$ cat config.mk
export PLATFORM = sky130hd
export DESIGN_NAME = deflate_stored_top
export DESIGN_NICKNAME = d
export VERILOG_FILES = /design/src/design/deflate_pkg.sv /design/src/design/bit_packer.sv /design/src/design/block_decoder.sv /design/src/design/crc32_engine.sv /design/src/design/deflate_stored_top.sv /design/src/design/stored_sequencer.sv
export VERILOG_INCLUDE_DIRS = /design/src /design/src/include
export SDC_FILE = /design/constraint.sdc
export NUM_CORES = 1
export LEC_CHECK = 0
export BUFFER_PORTS_ARGS = -buffer_cell sky130_fd_sc_hd__buf_2
export CORE_MARGIN = 4
export CORE_UTILIZATION = 30
export DETAILED_ROUTE_END_ITERATION = 7
export PLACE_DENSITY = 0.47
export RECOVER_POWER = 100
export SYNTH_ARGS = -nofsm -noshare
export SYNTH_HDL_FRONTEND = slang
export SYNTH_SLANG_ARGS = --single-unit
$ cat constraint.sdc
create_clock -name clk -period 11.72 [get_ports clk]
set_input_delay 2.344 -clock clk [delete_from_list [all_inputs] [get_ports clk]]
set_output_delay 2.344 -clock clk [all_outputs]
set_load 0.1 [all_outputs]
$ cat src/include/deflate_defs.svh
//====================
// Width and constant macros for the stored-block deflate datapath
// Word, field, accumulator and byte-count widths plus the CRC-32 constants
//====================
`ifndef DEFLATE_DEFS_SVH
`define DEFLATE_DEFS_SVH

`define DEFL_WORD_BITS   32            // Input and output word width
`define DEFL_LEN_BITS    16            // LEN and NLEN of a stored block

// Header byte plus LEN plus NLEN is the widest field in one cycle
`define DEFL_FIELD_BITS  40
`define DEFL_SIZE_BITS   6             // Field size, 0 to 40 bits
`define DEFL_ACC_BITS    72            // Packer accumulator

// Reflected ISO 3309 polynomial
`define DEFL_CRC_POLY    32'hEDB8_8320
`define DEFL_CRC_INIT    32'hFFFF_FFFF // Also used as the final XOR

// Valid bytes of an output word, 1 to 4
`define DEFL_BYTES_BITS  3

`endif

$ cat src/design/deflate_pkg.sv
//====================
// Shared types of the stored-block deflate compressor
// Input word union, word kind enum, decoded word and bit field structs
//====================
`include "deflate_defs.svh"

package deflate_pkg;

	// Header word layout, bfinal sits at bit 24 and LEN in the low half
	typedef struct packed {
		logic [`DEFL_WORD_BITS-26:0]    unused_hi;
		logic                           bfinal;
		logic [23-`DEFL_LEN_BITS:0]     unused_mid;
		logic [`DEFL_LEN_BITS-1:0]      len;
	} hdr_view_t;

	// The same input word seen as a header or as four data bytes
	typedef union packed {
		hdr_view_t                              hdr;
		logic [`DEFL_WORD_BITS/8-1:0][7:0]      data;  // Byte 0 is the lowest
	} in_word_u;

	typedef enum logic [1:0] {
		KIND_NONE   = 2'd0,
		KIND_HEADER = 2'd1,
		KIND_DATA   = 2'd2
	} word_kind_e;

	// One classified input word from the decoder
	typedef struct packed {
		word_kind_e kind;
		in_word_u   word;
		logic [2:0] nbytes;       // Valid bytes of a data word
		logic       block_end;    // Last word of its block
		logic       is_final;     // Block carries BFINAL
	} dec_word_t;

	// Bit field for the packer, LSB first
	typedef struct packed {
		logic [`DEFL_FIELD_BITS-1:0] bits;
		logic [`DEFL_SIZE_BITS-1:0]  size;
		logic                        last;    // Final field of the stream
	} field_t;

endpackage

$ cat src/design/bit_packer.sv
//====================
// LSB-first bit packer into 32-bit output words
// Drains and marks the final word after the last field
//====================
`timescale 1ns/1ps
`include "deflate_defs.svh"

module bit_packer (
	input  logic                        clk,
	input  logic                        rst_n,
	input  logic                        field_valid,
	input  deflate_pkg::field_t         field,
	output logic                        out_valid,
	output logic [`DEFL_WORD_BITS-1:0]  out_word,
	output logic                        out_last,
	output logic [`DEFL_BYTES_BITS-1:0] out_bytes,
	output logic                        done
);
	localparam int CNT_BITS   = $clog2(`DEFL_ACC_BITS + 1);
	localparam int BYTES_BITS = `DEFL_BYTES_BITS;
	localparam logic [CNT_BITS-1:0] WORD_CNT = CNT_BITS'(`DEFL_WORD_BITS);

	logic [`DEFL_ACC_BITS-1:0] acc_q;         // Held bits, oldest at bit 0
	logic [`DEFL_ACC_BITS-1:0] acc_in;
	logic [CNT_BITS-1:0]       cnt_q;         // Number of held bits
	logic [CNT_BITS-1:0]       cnt_in;
	logic                      drain_q;       // Last field seen, bits still held
	logic                      last_seen;
	logic                      emit;
	logic                      emit_last;

	// New field lands right above the bits already held
	always_comb begin
		acc_in = acc_q;
		cnt_in = cnt_q;
		if (field_valid) begin
			acc_in = acc_q | ({{(`DEFL_ACC_BITS-`DEFL_FIELD_BITS){1'b0}}, field.bits} << cnt_q);
			cnt_in = cnt_q + CNT_BITS'(field.size);
		end
	end

	assign last_seen = drain_q | (field_valid & field.last);

	// A full word goes out, and after the last field so does a partial one
	assign emit      = (cnt_in >= WORD_CNT) | (last_seen & (cnt_in != '0));
	assign emit_last = last_seen & (cnt_in != '0) & (cnt_in <= WORD_CNT);

	always_ff @(posedge clk or negedge rst_n) begin
		if (!rst_n) begin
			acc_q     <= '0;
			cnt_q     <= '0;
			drain_q   <= 1'b0;
			out_valid <= 1'b0;
			out_last  <= 1'b0;
			out_bytes <= BYTES_BITS'(4);
			done      <= 1'b0;
		end else begin
			out_valid <= emit;
			out_last  <= emit_last;
			out_bytes <= emit_last ? BYTES_BITS'(cnt_in >> 3) : BYTES_BITS'(4);  // Stream is byte aligned
			drain_q   <= last_seen & ~emit_last;
			done      <= done | emit_last;                  // Sticky with out_last
			if (emit) begin
				acc_q <= acc_in >> `DEFL_WORD_BITS;
				cnt_q <= emit_last ? '0 : cnt_in - WORD_CNT;
			end else begin
				acc_q <= acc_in;
				cnt_q <= cnt_in;
			end
		end
	end

	always_ff @(posedge clk) begin
		if (emit)
			out_word <= acc_in[`DEFL_WORD_BITS-1:0];
	end

endmodule

$ cat src/design/block_decoder.sv
//====================
// Input word classifier
// Splits the stream into headers and data words, counts block bytes
//====================
`timescale 1ns/1ps
`include "deflate_defs.svh"

module block_decoder (
	input  logic                   clk,
	input  logic                   rst_n,
	input  logic                   word_valid,
	input  deflate_pkg::in_word_u  word,
	output logic                   dec_valid,
	output deflate_pkg::dec_word_t dec,
	output logic                   protocol_error
);
	import deflate_pkg::*;

	typedef enum logic [1:0] {EXP_HEADER, EXP_DATA, EXP_ENDED} exp_kind_e;

	exp_kind_e                 exp_q;         // Kind of the next legal word
	logic [`DEFL_LEN_BITS-1:0] bytes_left;    // Data bytes still owed by the block
	logic                      final_q;       // BFINAL of the current block
	logic                      gap_q;         // High in the cycle right after a header
	logic                      violation;
	logic                      accept;
	logic [2:0]                nbytes_c;
	dec_word_t                 dec_c;

	// A word in the post-header gap or after the final block is dropped
	assign violation = word_valid & (gap_q | (exp_q == EXP_ENDED));
	assign accept    = word_valid & ~violation;
	assign nbytes_c  = (bytes_left >= 4) ? 3'd4 : bytes_left[2:0];

	always_comb begin
		dec_c           = '0;
		dec_c.word      = word;
		dec_c.kind      = KIND_NONE;
		if (exp_q == EXP_HEADER) begin
			dec_c.kind      = KIND_HEADER;
			dec_c.block_end = (word.hdr.len == '0);   // Empty block ends at its header
			dec_c.is_final  = word.hdr.bfinal;
		end else begin
			dec_c.kind      = KIND_DATA;
			dec_c.nbytes    = nbytes_c;
			dec_c.block_end = (bytes_left <= 4);
			dec_c.is_final  = final_q;
		end
	end

	always_ff @(posedge clk or negedge rst_n) begin
		if (!rst_n) begin
			exp_q          <= EXP_HEADER;
			bytes_left     <= '0;
			final_q        <= 1'b0;
			gap_q          <= 1'b0;
			dec_valid      <= 1'b0;
			protocol_error <= 1'b0;
		end else begin
			dec_valid <= accept;
			gap_q     <= accept & (exp_q == EXP_HEADER);
			if (violation)
				protocol_error <= 1'b1;   // Sticky until reset
			if (accept) begin
				if (exp_q == EXP_HEADER) begin
					bytes_left <= word.hdr.len;
					final_q    <= word.hdr.bfinal;
				end else begin
					bytes_left <= bytes_left - nbytes_c;
				end
				// After the block's last word a header or nothing may follow
				if (dec_c.block_end)
					exp_q <= dec_c.is_final ? EXP_ENDED : EXP_HEADER;
				else
					exp_q <= EXP_DATA;
			end
		end
	end

	always_ff @(posedge clk) begin
		if (accept)
			dec <= dec_c;
	end

endmodule

$ cat src/design/crc32_engine.sv
//====================
// CRC-32 over up to four bytes per cycle
//====================
`timescale 1ns/1ps
`include "deflate_defs.svh"

module crc32_engine (
	input  logic                       clk,
	input  logic                       rst_n,
	input  logic                       crc_valid,
	input  logic [`DEFL_WORD_BITS-1:0] crc_data,
	input  logic [2:0]                 crc_nbytes,
	output logic [`DEFL_WORD_BITS-1:0] crc_out
);
	localparam int NUM_BYTES = `DEFL_WORD_BITS / 8;

	logic [`DEFL_WORD_BITS-1:0] crc_q;        // Running remainder, not yet inverted
	logic [`DEFL_WORD_BITS-1:0] crc_next;

	// Byte 0 goes through first, bytes past crc_nbytes are skipped
	always_comb begin
		logic [`DEFL_WORD_BITS-1:0] c;
		c = crc_q;
		for (int i = 0; i < NUM_BYTES; i++) begin
			if (i < crc_nbytes) begin
				c[7:0] = c[7:0] ^ crc_data[i*8 +: 8];
				for (int b = 0; b < 8; b++)
					c = c[0] ? ((c >> 1) ^ `DEFL_CRC_POLY) : (c >> 1);  // Reflected shift
			end
		end
		crc_next = c;
	end

	always_ff @(posedge clk or negedge rst_n) begin
		if (!rst_n)
			crc_q <= `DEFL_CRC_INIT;
		else if (crc_valid)
			crc_q <= crc_next;    // Holds between strobes
	end

	assign crc_out = crc_q ^ `DEFL_CRC_INIT;  // Final XOR with all ones

endmodule

$ cat src/design/deflate_stored_top.sv
//====================
// Stored-block deflate compressor top
// Decoder, sequencer and packer in a row
//====================
`timescale 1ns/1ps
`include "deflate_defs.svh"

module deflate_stored_top (
	input  logic                        clk,
	input  logic                        rst_n,
	input  logic                        word_valid,
	input  deflate_pkg::in_word_u       word,
	output logic                        out_valid,
	output logic [`DEFL_WORD_BITS-1:0]  out_word,
	output logic                        out_last,
	output logic [`DEFL_BYTES_BITS-1:0] out_bytes,
	output logic                        done,
	output logic                        protocol_error
);
	import deflate_pkg::*;

	logic      dec_valid;     // Decoder to sequencer
	dec_word_t dec;
	logic      field_valid;   // Sequencer to packer
	field_t    field;

	block_decoder block_decoder_i (
		.clk            (clk),
		.rst_n          (rst_n),
		.word_valid     (word_valid),
		.word           (word),
		.dec_valid      (dec_valid),
		.dec            (dec),
		.protocol_error (protocol_error)
	);

	stored_sequencer stored_sequencer_i (
		.clk         (clk),
		.rst_n       (rst_n),
		.dec_valid   (dec_valid),
		.dec         (dec),
		.field_valid (field_valid),
		.field       (field)
	);

	bit_packer bit_packer_i (
		.clk         (clk),
		.rst_n       (rst_n),
		.field_valid (field_valid),
		.field       (field),
		.out_valid   (out_valid),
		.out_word    (out_word),
		.out_last    (out_last),
		.out_bytes   (out_bytes),
		.done        (done)
	);

endmodule

$ cat src/design/stored_sequencer.sv
//====================
// Stored-block field builder
// Header, data and trailer fields, ISIZE and the CRC-32 instance
//====================
`timescale 1ns/1ps
`include "deflate_defs.svh"

module stored_sequencer (
	input  logic                   clk,
	input  logic                   rst_n,
	input  logic                   dec_valid,
	input  deflate_pkg::dec_word_t dec,
	output logic                   field_valid,
	output deflate_pkg::field_t    field
);
	import deflate_pkg::*;

	typedef enum logic [1:0] {SEQ_STREAM, SEQ_CRC, SEQ_ISIZE} seq_state_e;

	localparam logic [`DEFL_SIZE_BITS-1:0] HDR_SIZE  = `DEFL_FIELD_BITS;
	localparam logic [`DEFL_SIZE_BITS-1:0] WORD_SIZE = `DEFL_WORD_BITS;

	seq_state_e                 state_q;
	logic [`DEFL_WORD_BITS-1:0] isize_q;      // Sum of all LEN values, mod 2^32
	logic [`DEFL_WORD_BITS-1:0] crc_value;
	logic [`DEFL_WORD_BITS-1:0] data_masked;
	logic                       crc_valid;
	logic                       trailer_go;
	logic                       field_valid_c;
	field_t                     field_c;

	assign crc_valid  = dec_valid & (dec.kind == KIND_DATA);
	assign trailer_go = dec_valid & dec.block_end & dec.is_final;  // Last word of the final block

	crc32_engine crc32_engine_i (
		.clk        (clk),
		.rst_n      (rst_n),
		.crc_valid  (crc_valid),
		.crc_data   (dec.word.data),
		.crc_nbytes (dec.nbytes),
		.crc_out    (crc_value)
	);

	// Bytes past nbytes are cleared so the packer can OR fields together
	always_comb begin
		for (int i = 0; i < `DEFL_WORD_BITS/8; i++)
			data_masked[i*8 +: 8] = (i < dec.nbytes) ? dec.word.data[i] : 8'h00;
	end

	//====================
	// Field select
	//====================
	always_comb begin
		field_c       = '0;
		field_valid_c = 1'b0;
		if (dec_valid && dec.kind == KIND_HEADER) begin
			// BFINAL then BTYPE 00 padded to the byte, LEN and NLEN above it
			field_valid_c = 1'b1;
			field_c.bits  = {~dec.word.hdr.len, dec.word.hdr.len, 7'b0, dec.word.hdr.bfinal};
			field_c.size  = HDR_SIZE;
		end else if (dec_valid && dec.kind == KIND_DATA) begin
			field_valid_c                     = 1'b1;
			field_c.bits[`DEFL_WORD_BITS-1:0] = data_masked;
			field_c.size                      = {dec.nbytes, 3'b000};
		end else if (state_q == SEQ_CRC) begin
			field_valid_c                     = 1'b1;
			field_c.bits[`DEFL_WORD_BITS-1:0] = crc_value;   // Already covers the last data word
			field_c.size                      = WORD_SIZE;
		end else if (state_q == SEQ_ISIZE) begin
			field_valid_c                     = 1'b1;
			field_c.bits[`DEFL_WORD_BITS-1:0] = isize_q;
			field_c.size                      = WORD_SIZE;
			field_c.last                      = 1'b1;        // Ends the stream
		end
	end

	always_ff @(posedge clk or negedge rst_n) begin
		if (!rst_n) begin
			state_q     <= SEQ_STREAM;
			isize_q     <= '0;
			field_valid <= 1'b0;
		end else begin
			field_valid <= field_valid_c;
			if (dec_valid && dec.kind == KIND_HEADER)
				isize_q <= isize_q + dec.word.hdr.len;
			// Two-step trailer, CRC first and ISIZE after it
			if (trailer_go)
				state_q <= SEQ_CRC;
			else if (state_q == SEQ_CRC)
				state_q <= SEQ_ISIZE;
			else if (state_q == SEQ_ISIZE)
				state_q <= SEQ_STREAM;
		end
	end

	always_ff @(posedge clk) begin
		if (field_valid_c)
			field <= field_c;
	end

endmodule

Word level (Yosys, flattened, before mapping)
Index checks and enable logic that the tools add are counted.

cells by class
  $add $sub $neg = 4
  magnitude comparators = 8
  equal/unequal tests = 5
  shift operators = 1
  muxes and demuxes = 63
  bitwise logic cells = 55
  reduce and logical (&&, ||, !) cells = 8

operators with widths
  operator                                                                           number
  32-bit 2-to-1 mux                                                                  36
  13-bit NOT with 14-bit output                                                      32
  72-bit 2-to-1 mux                                                                  2
  38-bit 2-to-1 mux                                                                  3
  72-bit OR                                                                          1
  40-bit by 7-bit left shift with 72-bit output                                      1
  39-bit 2-to-1 mux                                                                  1
  32-bit by 16-bit adder with 32-bit output                                          1
  8-bit 2-to-1 mux                                                                   4
  32-bit NOT                                                                         1
  8-bit bitwise XOR                                                                  4
  7-bit 2-to-1 mux                                                                   3
  16-bit by 3-bit >= comparator with 1-bit output, second input constant             1
  16-bit by 3-bit less-or-equal comparator with 1-bit output, second input constant  1
  16-bit logical NOT                                                                 1
  16-bit 2-to-1 mux                                                                  1
  16-bit NOT                                                                         1
  16-bit by 3-bit subtractor with 16-bit output                                      1
  2-bit 2-to-1 mux                                                                   7
  1-bit bitwise AND                                                                  10
  7-bit by 6-bit adder with 7-bit output                                             1
  7-bit by 6-bit >= comparator with 1-bit output, second input constant              1
  7-bit by 6-bit less-or-equal comparator with 1-bit output, second input constant   1
  7-bit nonzero test                                                                 1
  other kinds (14)                                                                   28

word-level totals
  register bits = 293
  output and inout bits = 39

Longest topological paths before layout
Gate-level depths: netlist of run 1.

  word-level depth = 72
  depth in mapped cells = 19
  mapped depth without buffers = 19

Cells and area by module
A second synthesis of run 1 with hierarchy kept.

second synthesis, totals
  cell total of the unflattened synthesis = 2250
  area, all modules = 22145.0 µm²

modules (own cells, without submodules)
  module            instances  cells each  area an instance (µm²)  sequential area each (µm²)
  bit_packer        1          864         8418.1                  3114.2
  crc32_engine      1          775         6837.8                  840.8
  stored_sequencer  1          409         4354.2                  2197.1
  block_decoder     1          202         2534.9                  1721.7

Worst setup path before layout of run 1
Ideal clock, no wire load.

  path kind = flip-flop to flip-flop
  start point = register stored_sequencer_i.crc32_engine_i.crc_q[0]
  end point = register stored_sequencer_i.crc32_engine_i.crc_q[22]
  library setup time = 0.082 ns
  data arrival time = 5.069 ns
  data required time = 11.638 ns
  setup slack = 6.569 ns
  stages on the path, launching flop included = 19
  path buffers = 2
  cell sequence = dfstp_2 buf_2 xor2_4 xnor3_1 mux2i_1 or2_2 buf_4 xnor3_2 mux2i_1 o211ai_4 xnor3_1 mux2i_1 xor2_2 xnor2_1 xor2_2 xnor2_1 xnor2_1 mux2i_1 mux2_4

between the ends
  cells in the longest elaborated chain, start to end = 50
  elaborated cells between the ends (all ways) = 68
  classes of those cells = mux (36); bitwise (32)

RTL lines
  item                                     RTL line            source
  start: declaration                       crc32_engine.sv:17  logic [`DEFL_WORD_BITS-1:0] crc_q;
  start signal: assignment                 crc32_engine.sv:36  crc_q <= `DEFL_CRC_INIT;
  start signal: assignment                 crc32_engine.sv:38  crc_q <= crc_next;
  8-bit bitwise XOR                        crc32_engine.sv:26  c[7:0] = c[7:0] ^ crc_data[i*8 +: 8];
  32-bit 2-to-1 mux                        crc32_engine.sv:28  c = c[0] ? ((c >> 1) ^ `DEFL_CRC_POLY) : (c >> 1);
  13-bit NOT with 14-bit output (no line)  --
  32-bit 2-to-1 mux                        crc32_engine.sv:28
  13-bit NOT with 14-bit output (no line)  --
  32-bit 2-to-1 mux (4 in series)          crc32_engine.sv:28
  13-bit NOT with 14-bit output (no line)  --
  32-bit 2-to-1 mux (2 in series)          crc32_engine.sv:28
  [... 28 more ...]                        --
  32-bit 2-to-1 mux                        crc32_engine.sv:28
  13-bit NOT with 14-bit output (no line)  --
  32-bit 2-to-1 mux (2 in series)          crc32_engine.sv:28
  13-bit NOT with 14-bit output (no line)  --
  32-bit 2-to-1 mux                        crc32_engine.sv:28
  13-bit NOT with 14-bit output (no line)  --
  32-bit 2-to-1 mux (2 in series)          crc32_engine.sv:28
  32-bit 2-to-1 mux (*)                    crc32_engine.sv:25  if (i < crc_nbytes) begin

Mark *: on every way between the ends. The rest lies on a longest branch, timed or not.
A chain may end at the register's enable or synchronous reset.

==> metrics.md, run 1 <==
| Metric | Value |
|---|---|
| TritonCTS clock tree | built |
| Layout cells sized above 1 | about a tenth |
| TritonCTS Buffers | 37 |
| Synthesized area | ~18000 sq um |
| Reg clk slew, reported paths | 0.05 ns |
| Top delay family on crit path | buffers and inverters |
| Status | finished, violations left |
| Post-synth EDFFs | 115 |
| I/O pin count | 74 |
| Post-synthesis compound-gate area fraction | 16.3% |
| Final cell count without fillers | ~2.7k |
| Remaining DRCs | 0 |
| Sequential area share after synthesis | a little over two fifths |
| Avg Inst Size Synth | 9.96 sq um |
| Reg2reg setup slack | 4.36 ns |
| Placed cells | 2633 |
| Clk sinks | 287 |
| Starting Density | roughly 30% |
| FF-to-FF path depth | 16 |
| Worst-path fanout max | 61 |
| Area delta synth->final | 11.3% |
| Main combinational cell family by area after synthesis | XOR/XNOR gates |
| Final Skew | 0.0287 ns |
| Worst Max-Slew Pin Slew | 4.04 ns |
| Worst Setup EP | bit_packer_i.cnt_q[3]$_DFF_PN0_ |
| Worst path cell trace | clkbuf_1 > clkbuf_1 |
| Max-cap violations | 9 |
| Worst Setup End Kind | asynchronous set/reset pin |
| Core Rows | 90 |
| Remaining antenna violation count | 0 |
| Remaining global-route overflow | 0 |
| Critical path origin | rst_n |
| Distinct cells, synth | 85 |
| Nets | 1950 |
| RePlAce Congestion | 0.925 |
| R2R Path Start | block_decoder_i.dec[11]$_DFFE_PP_ |
| Vias per inst | 5.12 |
| Most used cell, CP | clkbuf_1 |
| Worst setup margin | 4.20 ns |
| Final setup TNS | 0 ns |
| Most used DFF post-synth | dfrtp_1 |
| Root buffer cell | clkbuf_16 |
| Endpoints failing hold | 0 |
| Global-route wire length before repair | 89800 um |
| Max_slew headroom | -169% |
| Min-Delay Path Class | flop to flop |
| Die W | 256 um |
| Vias in the first global route | 13.6k |
| CP Class | primary input to asynchronous set/reset pin |
| First DRT Iteration DRCs | 978 |
| Upper clock frequency limit | 133 MHz |
| Global-route usage over all layers | 17.8% |
| DP HPWL | 44500 um |
| Hold_ws | approximately 0.47 ns |
| Die area | 65700 sq um |
| DR WL/cell | ~22 um |
| Post-CTS Hold Fix Bufs | 0 |
| H-tree levels | 2 |
| Mux contribution to synthesized area | 6.02% |
| CP max stage cell | clkbuf_1 |
| Post-Syn Nets | ~1.9k |
| Antenna cells | 0 |
| Post-Synthesis Cells | ~1.9k |
| Postcts setup bufs | 0 |
| Detailed Route WL | 60100 um |
| # setup viols final | 0 |
| Initial antenna violation count | 0 |
| Clk buf depth | 3 |
| Synth Area in XOR/XNOR | 18.8% |
| Synth Warn # | 0 |
| CP startpoint kind | primary input |
| Adder-cell share of the synthesized area | 1.77% |
| Failing checks | capacitance limit, slew limit |
| Total number of vias | 13.8k |
| Pre-CTS setup slack | 5.76 ns |
| Async S/R FF share, synth | around three fifths |
| Core ar. | 60700 sq um |
| Final Critical Period | 7.52 ns |
| RSZ-0062 raised after global routing | no |
| Resize count post-CTS | 0 |
| WP depth | 2 |
| Simple-gate portion of the synthesized area | approximately 12% |
| I/O Buffers | 73 |
| Critical Path RT | 11.38 ns |
| Crit path buffers/inverters | 2 |
| Reg2reg end | stored_sequencer_i.crc32_engine_i.crc_q[22]$_DFFE_PN1P_ |
| Clock latency at the later pin of the worst-skew pair | 0.57 ns |
| Final Max Slew Viols | 469 |
| 1st-pass router iterations | 7 |
| Largest net degree at the start of global routing | 98 |
| Number of synthesized register bits | approximately 290 |
| Period utilization | 64.2% |
| Worst Path Arrival | 7.18 ns |
| Die Ht | 256 um |
| Slowest Stage Delay on Critical Path | 2.46 ns |
-- kinds of logic after synthesis --
kind of cell,count (synthesis)
AND/OR/NAND/NOR,512
AO/OA/AOI/OAI,504
XOR/XNOR,292
flip-flops,287
buffers and inverters,132
multiplexers,104
adder cells (fa/ha/maj),25
other,1
-- per-stage QoR --
stage | instance area [sq um] | utilization [%]
2_1_floorplan | 18500 | -
3_3_place_gp | 19600 | 32.4
3_5_place_dp | 19600 | 32.4
4_1_cts | 20900 | 34.4
5_1_grt | 20600 | 33.9
6_report | 20600 | 33.9
-- synthesized netlist by cell type (15+ instances only) --
| cell | count | area [sq um] |
|---|---|---|
| nor2_1 | 216 | 811 |
| mux2_2 | 19 | 214 |
| nand3_1 | 18 | 90.1 |
| dfrtp_1 | 139 | 3480 |
| inv_1 | 28 | 105 |
| nor3_1 | 15 | 75.1 |
| ha_1 | 23 | 288 |
| xor2_1 | 74 | 648 |
| a21oi_1 | 209 | 1050 |
| a21o_1 | 36 | 270 |
| dfstp_2 | 33 | 867 |
| clkbuf_1 | 83 | 312 |
| xnor2_1 | 149 | 1310 |
| a22oi_1 | 19 | 143 |
| nand2_1 | 175 | 657 |
| a22o_1 | 23 | 201 |
| a221oi_1 | 16 | 140 |
| mux2i_1 | 79 | 791 |
| xnor3_1 | 22 | 495 |
| o21ai_0 | 132 | 661 |
| edfxtp_1 | 115 | 3450 |
-- layer usage --
layer / vias up / track usage (%) / wire, um
met1: 6777 / 24.8 / 27400
met5: - / 0 / 0
met3: 77 / 2.70 / 2790
met2: 340 / 29.3 / 28400
li1: 6624 / - / -
met4: 0 / 4.37 / 1480
-- how the worst min path moves through the flow --
stage,startpoint,endpoint,slack (ns),cells after the start
final,bit_packer_i.done$_DFF_PN0_,bit_packer_i.done$_DFF_PN0_,0.47,1
after global routing,block_decoder_i.dec[1]$_DFFE_PP_,stored_sequencer_i.state_q[1]$_DFFE_PN0P_,0.48,1
after CTS,bit_packer_i.done$_DFF_PN0_,bit_packer_i.done$_DFF_PN0_,0.47,1
after detailed placement,bit_packer_i.done$_DFF_PN0_,bit_packer_i.done$_DFF_PN0_,0.46,1
after global placement,block_decoder_i.dec[1]$_DFFE_PP_,stored_sequencer_i.state_q[1]$_DFFE_PN0P_,0.45,1
after floorplan,block_decoder_i.dec[1]$_DFFE_PP_,stored_sequencer_i.state_q[1]$_DFFE_PN0P_,0.44,1
-- cell type report --
class	count	area, sq um
Fill cell	6223	40100
Timing Repair Buffer	96	433
Clock inverter	18	163
Tap cell	782	978
Inverter	30	113
Clock buffer	50	1050
Multi-Input combinational cell	1438	10100
Sequential cell	287	7800
-- sequential cells by signal (all words and copies together), names as in the netlist, 2 cells and up --
register / flops
bit_packer_i.acc_q: 72
stored_sequencer_i.field: 44
block_decoder_i.dec: 39
bit_packer_i.out_word: 32
stored_sequencer_i.crc32_engine_i.crc_q: 32
stored_sequencer_i.isize_q: 32
block_decoder_i.bytes_left: 16
bit_packer_i.cnt_q: 4
bit_packer_i.out_bytes: 3
block_decoder_i.exp_q: 2
stored_sequencer_i.state_q: 2
-- cell usage in the layout, fill, tap and decap left out, drive strengths merged, types with 8 or more instances in the layout --
cell type	synthesis	layout
nor2	217	217
a21oi	211	211
nand2	175	175
xnor2	171	171
o21ai	147	147
dfrtp	139	139
clkbuf	83	118
edfxtp	115	115
xor2	84	84
mux2i	83	83
a21o	36	36
dfstp	33	33
inv	29	30
buf	19	28
xnor3	25	25
a22o	23	23
ha	23	23
mux2	21	21
a22oi	19	19
nand3	18	18
a221oi	16	16
nor3	15	15
clkinv	1	14
nor2b	12	12
xor3	12	12
and3	10	10
nor4	9	9
o211ai	9	9
and2	8	8
Power of run 1 is left out: the tool's default activity adds up to more than one toggle a clock period on the data nets, which glitch-free logic cannot reach.
==> run 2, diff against run 1 <==
--- a/config.mk
+++ b/config.mk
@@ -10,7 +10,7 @@
 export CORE_MARGIN = 4
 export CORE_UTILIZATION = 30
 export DETAILED_ROUTE_END_ITERATION = 7
-export PLACE_DENSITY = 0.47
+export PLACE_DENSITY = 0.48
 export RECOVER_POWER = 100
 export SYNTH_ARGS = -nofsm -noshare
 export SYNTH_HDL_FRONTEND = slang
==> constraint.sdc (replaced) <==
create_clock -name clk -period 6.9 [get_ports clk]
set_input_delay 1.38 -clock clk [delete_from_list [all_inputs] [get_ports clk]]
set_output_delay 1.38 -clock clk [all_outputs]
set_load 0.1 [all_outputs]
==> run 2 against run 1 <==
- global-route usage about the same
- design area up 0.64%
- the run still ends with capacitance limit, slew limit left
- critical endpoint is now stored_sequencer_i.crc32_engine_i.crc_q[5]$_DFFE_PN1P_
- highest routed layer is now met5
- routed wire length down 0.19%
- via count up 1.1%
- worst setup slack worse by 3.8 ns
- sequential cell count unchanged
- clock-buffer cell count up 3
==> metrics.md, run 2 (same netlist as run 1, synthesis figures left out) <==
| Metric | Value |
|---|---|
| Status | finished, violations left |
| Failing checks | capacitance limit, slew limit |
| H-tree levels | 2 |
| Max_slew headroom | -117% |
| Root buffer cell | clkbuf_16 |
| Clock latency at the later pin of the worst-skew pair | 0.57 ns |
| Upper clock frequency limit | 154 MHz |
| Critical path origin | block_decoder_i.dec[12]$_DFFE_PP_ |
| RSZ-0062 raised after global routing | no |
| # setup viols final | 0 |
| Largest net degree at the start of global routing | 153 |
| Largest regs | bit_packer_i.acc_q x72, stored_sequencer_i.field x44, block_decoder_i.dec x39 |
| Final Skew | 0.0246 ns |
| Nets | 1952 |
| RePlAce Congestion | 0.898 |
| Total number of vias | 14.0k |
| Worst Max-Slew Pin Slew | 3.25 ns |
| Placed cell area | 19700 sq um |
| I/O Buffers | 73 |
| Detailed Route WL | roughly 60000 um |
| Hold_ws | 0.461 ns |
| I/O pin count | 74 |
| Initial antenna violation count | 1 |
| First DRT Iteration DRCs | slightly above 1k |
| Final Critical Period | 6.48 ns |
| Final Cell Area | 20700 sq um |
| Max FFs per register | 72 |
| Layout cells sized above 1 | 9.58% |
| Worst-path fanout max | 10 |
| Endpoints failing hold | 0 |
| Global-route usage over all layers | between 10% and 20% |
| Remaining antenna violation count | 0 |
| Vias per inst | roughly 5.2 |
| CP startpoint kind | flop |
| Final setup TNS | 0 ns |
| Core ar. | 60700 sq um |
| Max-cap violations | 5 |
| Die area | 65700 sq um |
| R2R Path Start | block_decoder_i.dec[12]$_DFFE_PP_ |
| DP HPWL | 44500 um |
| Final Max Slew Viols | 265 |
| Postcts setup bufs | 0 |
| TritonCTS clock tree | built |
| Critical Path RT | roughly 7.4 ns |
| Remaining DRCs | 0 |
| Remaining global-route overflow | 0 |
| HP Start | block_decoder_i.dec[0]$_DFFE_PP_ |
| Antenna cells | 0 |
| Die W | 256 um |
| Commonest non-fill, non-tap cell in the layout | nor2_1 |
| Period utilization | 93.9% |
| Worst Setup End Kind | flop |
| Min-Delay Path Class | flop to flop |
| CP Class | flop to flop |
| DR WL/cell | 22.2 um |
| Reg clk slew, reported paths | 0.06 ns |
| Global-route wire length before repair | 90300 um |
| Resize count post-CTS | 0 |
| Core Rows | 90 |
| Most frequent cells in the layout | nor2_1, a21oi_1, nand2_1 |
| Worst Path Arrival | 6.96 ns |
| TritonCTS Buffers | 37 |
| Area delta synth->final | 12.0% |
| Post-CTS Hold Fix Bufs | 0 |
| Clk buf depth | 3 |
| Vias in the first global route | 13.8k |
| Starting Density | around 30% |
| 1st-pass router iterations | 5 |
| Die Ht | 256 um |
| Clk sinks | 287 |
| Largest Register | bit_packer_i.acc_q |
[run 2: layer usage]
| layer | share of wire [%] | global-route usage [%] | vias to the layer above |
|---|---|---|---|
| met5 | 0.018 | 0 | - |
| met4 | 2.9 | 5.45 | 2 |
| met3 | 4.8 | 3.02 | 89 |
| met2 | 47 | 28.6 | 384 |
| met1 | 46 | 24.6 | 6865 |
| li1 | - | - | 6626 |
[run 2: worst max-delay path, cell delays in order, from the launching register on]
cell and delay, ns:
edfxtp_1 0.54, xnor2_1 0.60, xnor2_2 0.38, nand3b_1 0.19, o2111ai_1 0.32, nor2_4 0.42, xnor3_1 0.46, a21oi_1 0.43
xnor3_1 0.39, xnor3_1 0.42, o21ai_2 0.16, xor2_1 0.58, xor2_1 0.66, xnor2_1 0.16, a211oi_1 0.60, nor2_1 0.08
[run 2: area by class of cell]
cell class / count / area [sq um]
clock buffers: 53 / 1060
flip-flops and latches: 287 / 7800
multi-input cells: 1438 / 10100
clock inverters: 15 / 179
fillers: 6125 / 40000
repair buffers: 98 / 460
well taps: 782 / 978
inverters: 30 / 113
[run 2: stage by stage]
stage / setup WS (ns) / instances / util, %
2_1_floorplan: 1.75 / 1857 / -
4_1_cts: 0.586 / 2703 / 34.5
3_3_place_gp: 0.620 / 2635 / 32.4
6_report: 0.422 / 2703 / 34.1
3_5_place_dp: 0.605 / 2635 / 32.4
5_1_grt: 0.197 / 2703 / 34.1
[run 2: final timing paths]
| path | end | slack [ns] | cells past startpoint |
|---|---|---|---|
| min in group asynchronous | block_decoder_i.bytes_left[13]$_DFFE_PN0P_ | 1.10 | 1 |
| max in group asynchronous | stored_sequencer_i.isize_q[1]$_DFFE_PN0P_ | 4.08 | 2 |
| hold / removal | stored_sequencer_i.state_q[1]$_DFFE_PN0P_ | 0.46 | 1 |
| setup reg to reg | stored_sequencer_i.crc32_engine_i.crc_q[5]$_DFFE_PN1P_ | 0.42 | 15 |
| setup / recovery | stored_sequencer_i.crc32_engine_i.crc_q[5]$_DFFE_PN1P_ | 0.42 | 15 |
| hold reg to reg | stored_sequencer_i.state_q[1]$_DFFE_PN0P_ | 0.46 | 1 |
Power of run 2 is left out for the same reason.
==> run 3, diff against run 2 <==
--- a/config.mk
+++ b/config.mk
@@ -7,7 +7,6 @@
 export NUM_CORES = 1
 export LEC_CHECK = 0
 export BUFFER_PORTS_ARGS = -buffer_cell sky130_fd_sc_hd__buf_2
-export CORE_MARGIN = 4
 export CORE_UTILIZATION = 30
 export DETAILED_ROUTE_END_ITERATION = 7
 export PLACE_DENSITY = 0.48
==> run 3 against run 2 <==
- the run still ends with capacitance limit, slew limit left
- die area is 4.6% lower
- sequential cell count is the same
- worst setup slack worse by 0.036 ns
- critical endpoint unchanged
- highest routed layer unchanged
==> metrics.md, run 3 (same netlist as run 1, synthesis figures left out) <==
| Metric | Value |
|---|---|
| Remaining DRCs | 0 |
| Remaining antenna violation count | 0 |
| Final Skew | 0.0288 ns |
| Nets | 1957 |
| TritonCTS clock tree | built |
| FF-to-FF path depth | 15 |
| Max-cap violations | 8 |
| Starting Density | 30.5% |
| Core ar. | 60600 sq um |
| HP Start | block_decoder_i.dec[1]$_DFFE_PP_ |
| Final Critical Period | roughly 6.5 ns |
| Max_slew headroom | -141% |
| Die area | ~63000 sq um |
| Worst Max-Slew Pin Slew | 3.61 ns |
| # setup viols final | 0 |
| Endpoints failing hold | 0 |
| Largest net degree at the start of global routing | 75 |
| Reg2reg setup slack | 0.39 ns |
| R2R Path Start | block_decoder_i.dec[12]$_DFFE_PP_ |
| Vias per inst | 5.16 |
| RePlAce Congestion | ~0.89 |
| Die Ht | between 200 and 300 um |
| Clock latency at the later pin of the worst-skew pair | 0.59 ns |
| Postcts setup bufs | 0 |
| Reg2reg end | stored_sequencer_i.crc32_engine_i.crc_q[5]$_DFFE_PN1P_ |
| TritonCTS Buffers | 38 |
| Worst Path Arrival | ~7.0 ns |
| Clk sinks | roughly 290 |
| Hold Path End | stored_sequencer_i.state_q[1]$_DFFE_PN0P_ |
| Worst Setup End Kind | flop |
| Final Max Slew Viols | 431 |
| Vias in the first global route | 13.5k |
| Period utilization | about 94% |
| Most frequent cells in the layout | nor2_1, a21oi_1, nand2_1 |
| CP Class | flop to flop |
| DP HPWL | approximately 45000 um |
| Critical Path RT | 7.40 ns |
| Die W | 250 um |
| RSZ-0062 raised after global routing | no |
| Layout cells sized above 1 | 10.5% |
| H-tree levels | 2 |
| Worst-path fanout max | 10 |
| First DRT Iteration DRCs | 1127 |
| CP startpoint kind | flop |
| Total number of vias | 14.0k |
| Commonest non-fill, non-tap cell in the layout | nor2_1 |
| Core Rows | 90 |
| Reg clk slew, reported paths | ~0.070 ns |
| Largest Register | bit_packer_i.acc_q |
| Failing checks | capacitance limit, slew limit |
| Root buffer cell | clkbuf_16 |
| Upper clock frequency limit | around 150 MHz |
| Global-route wire length before repair | 89000 um |
| Final setup TNS | 0 ns |
| I/O Buffers | 73 |
| Hold path depth | 1 |
| Max FFs per register | 72 |
| Status | finished, violations left |
| 1st-pass router iterations | 5 |
| Fill count | 6207 |
| Initial antenna violation count | 1 |
| Area delta synth->final | 12.2% |
| Post-CTS Hold Fix Bufs | 0 |
| Largest regs | bit_packer_i.acc_q x72, stored_sequencer_i.field x44, block_decoder_i.dec x39 |
| Min-Delay Path Class | flop to flop |
| I/O pin count | 74 |
| Remaining global-route overflow | 0 |
| Clk buf depth | 3 |
| Hold_ws | 0.467 ns |
| Resize count post-CTS | 0 |
| Detailed Route WL | about 60000 um |
| Global-route usage over all layers | 19.0% |
| DR WL/cell | 22.2 um |
[run 3: per-layer routing]
| layer | routed length (um) | part of all wire (%) | track usage (%) |
|---|---|---|---|
| met3 | 2910 | 4.8 | 3.41 |
| met1 | 27400 | 46 | 25.9 |
| met4 | 2070 | 3.4 | 6.66 |
| met5 | 9 | 0.015 | 0 |
| met2 | 27800 | 46 | 30.2 |
[run 3: final cells by class]
class	count	area [sq um]	share of cell area, %
timing repair buffer	102	463	2.23
tap	782	978	4.71
inverter	30	113	0.543
clock buffer	44	983	4.74
antenna	1	2.50	0.0121
sequential	287	7800	37.6
multi-input combinational	1438	10200	49.0
clock inverter	25	251	1.21
[run 3: stage by stage]
step | worst slack (ns) | util (%) | instance area [sq um] | std cells
finish | 0.386 | 34.3 | 20800 | 2709
floorplan | 1.75 | - | 18500 | 1857
global placement | 0.473 | 32.5 | 19700 | 2639
global route | 0.151 | 34.3 | 20800 | 2708
CTS | 0.502 | 34.5 | 20900 | 2708
detailed placement | 0.530 | 32.5 | 19700 | 2639
[run 3: how the worst max path moves through the flow]
stage | start | to | slack, ns | depth (start not counted)
floorplan | stored_sequencer_i.crc32_engine_i.crc_q[0]$_DFFE_PN1P_ | stored_sequencer_i.crc32_engine_i.crc_q[22]$_DFFE_PN1P_ | 1.75 | 18
global placement | block_decoder_i.dec[12]$_DFFE_PP_ | stored_sequencer_i.crc32_engine_i.crc_q[5]$_DFFE_PN1P_ | 0.47 | 15
detailed placement | block_decoder_i.dec[12]$_DFFE_PP_ | stored_sequencer_i.crc32_engine_i.crc_q[5]$_DFFE_PN1P_ | 0.53 | 15
CTS | block_decoder_i.dec[12]$_DFFE_PP_ | stored_sequencer_i.crc32_engine_i.crc_q[5]$_DFFE_PN1P_ | 0.50 | 15
global route | block_decoder_i.dec[12]$_DFFE_PP_ | stored_sequencer_i.crc32_engine_i.crc_q[5]$_DFFE_PN1P_ | 0.15 | 15
finish | block_decoder_i.dec[12]$_DFFE_PP_ | stored_sequencer_i.crc32_engine_i.crc_q[5]$_DFFE_PN1P_ | 0.39 | 15
[run 3: worst max-delay path, cell delays in order (launching register included)]
cell       delay [ns]
edfxtp_1         0.54
xnor2_1          0.60
xnor2_2          0.39
nand4_1          0.22
o2111ai_1        0.34
nor2_4           0.44
xnor3_1          0.48
a21oi_1          0.40
xnor3_1          0.41
xnor3_1          0.43
o21ai_2          0.29
xor2_2           0.40
xor2_1           0.70
xnor2_1          0.16
a211oi_1         0.54
nor2_1           0.08
Power of run 3 is left out for the same reason.
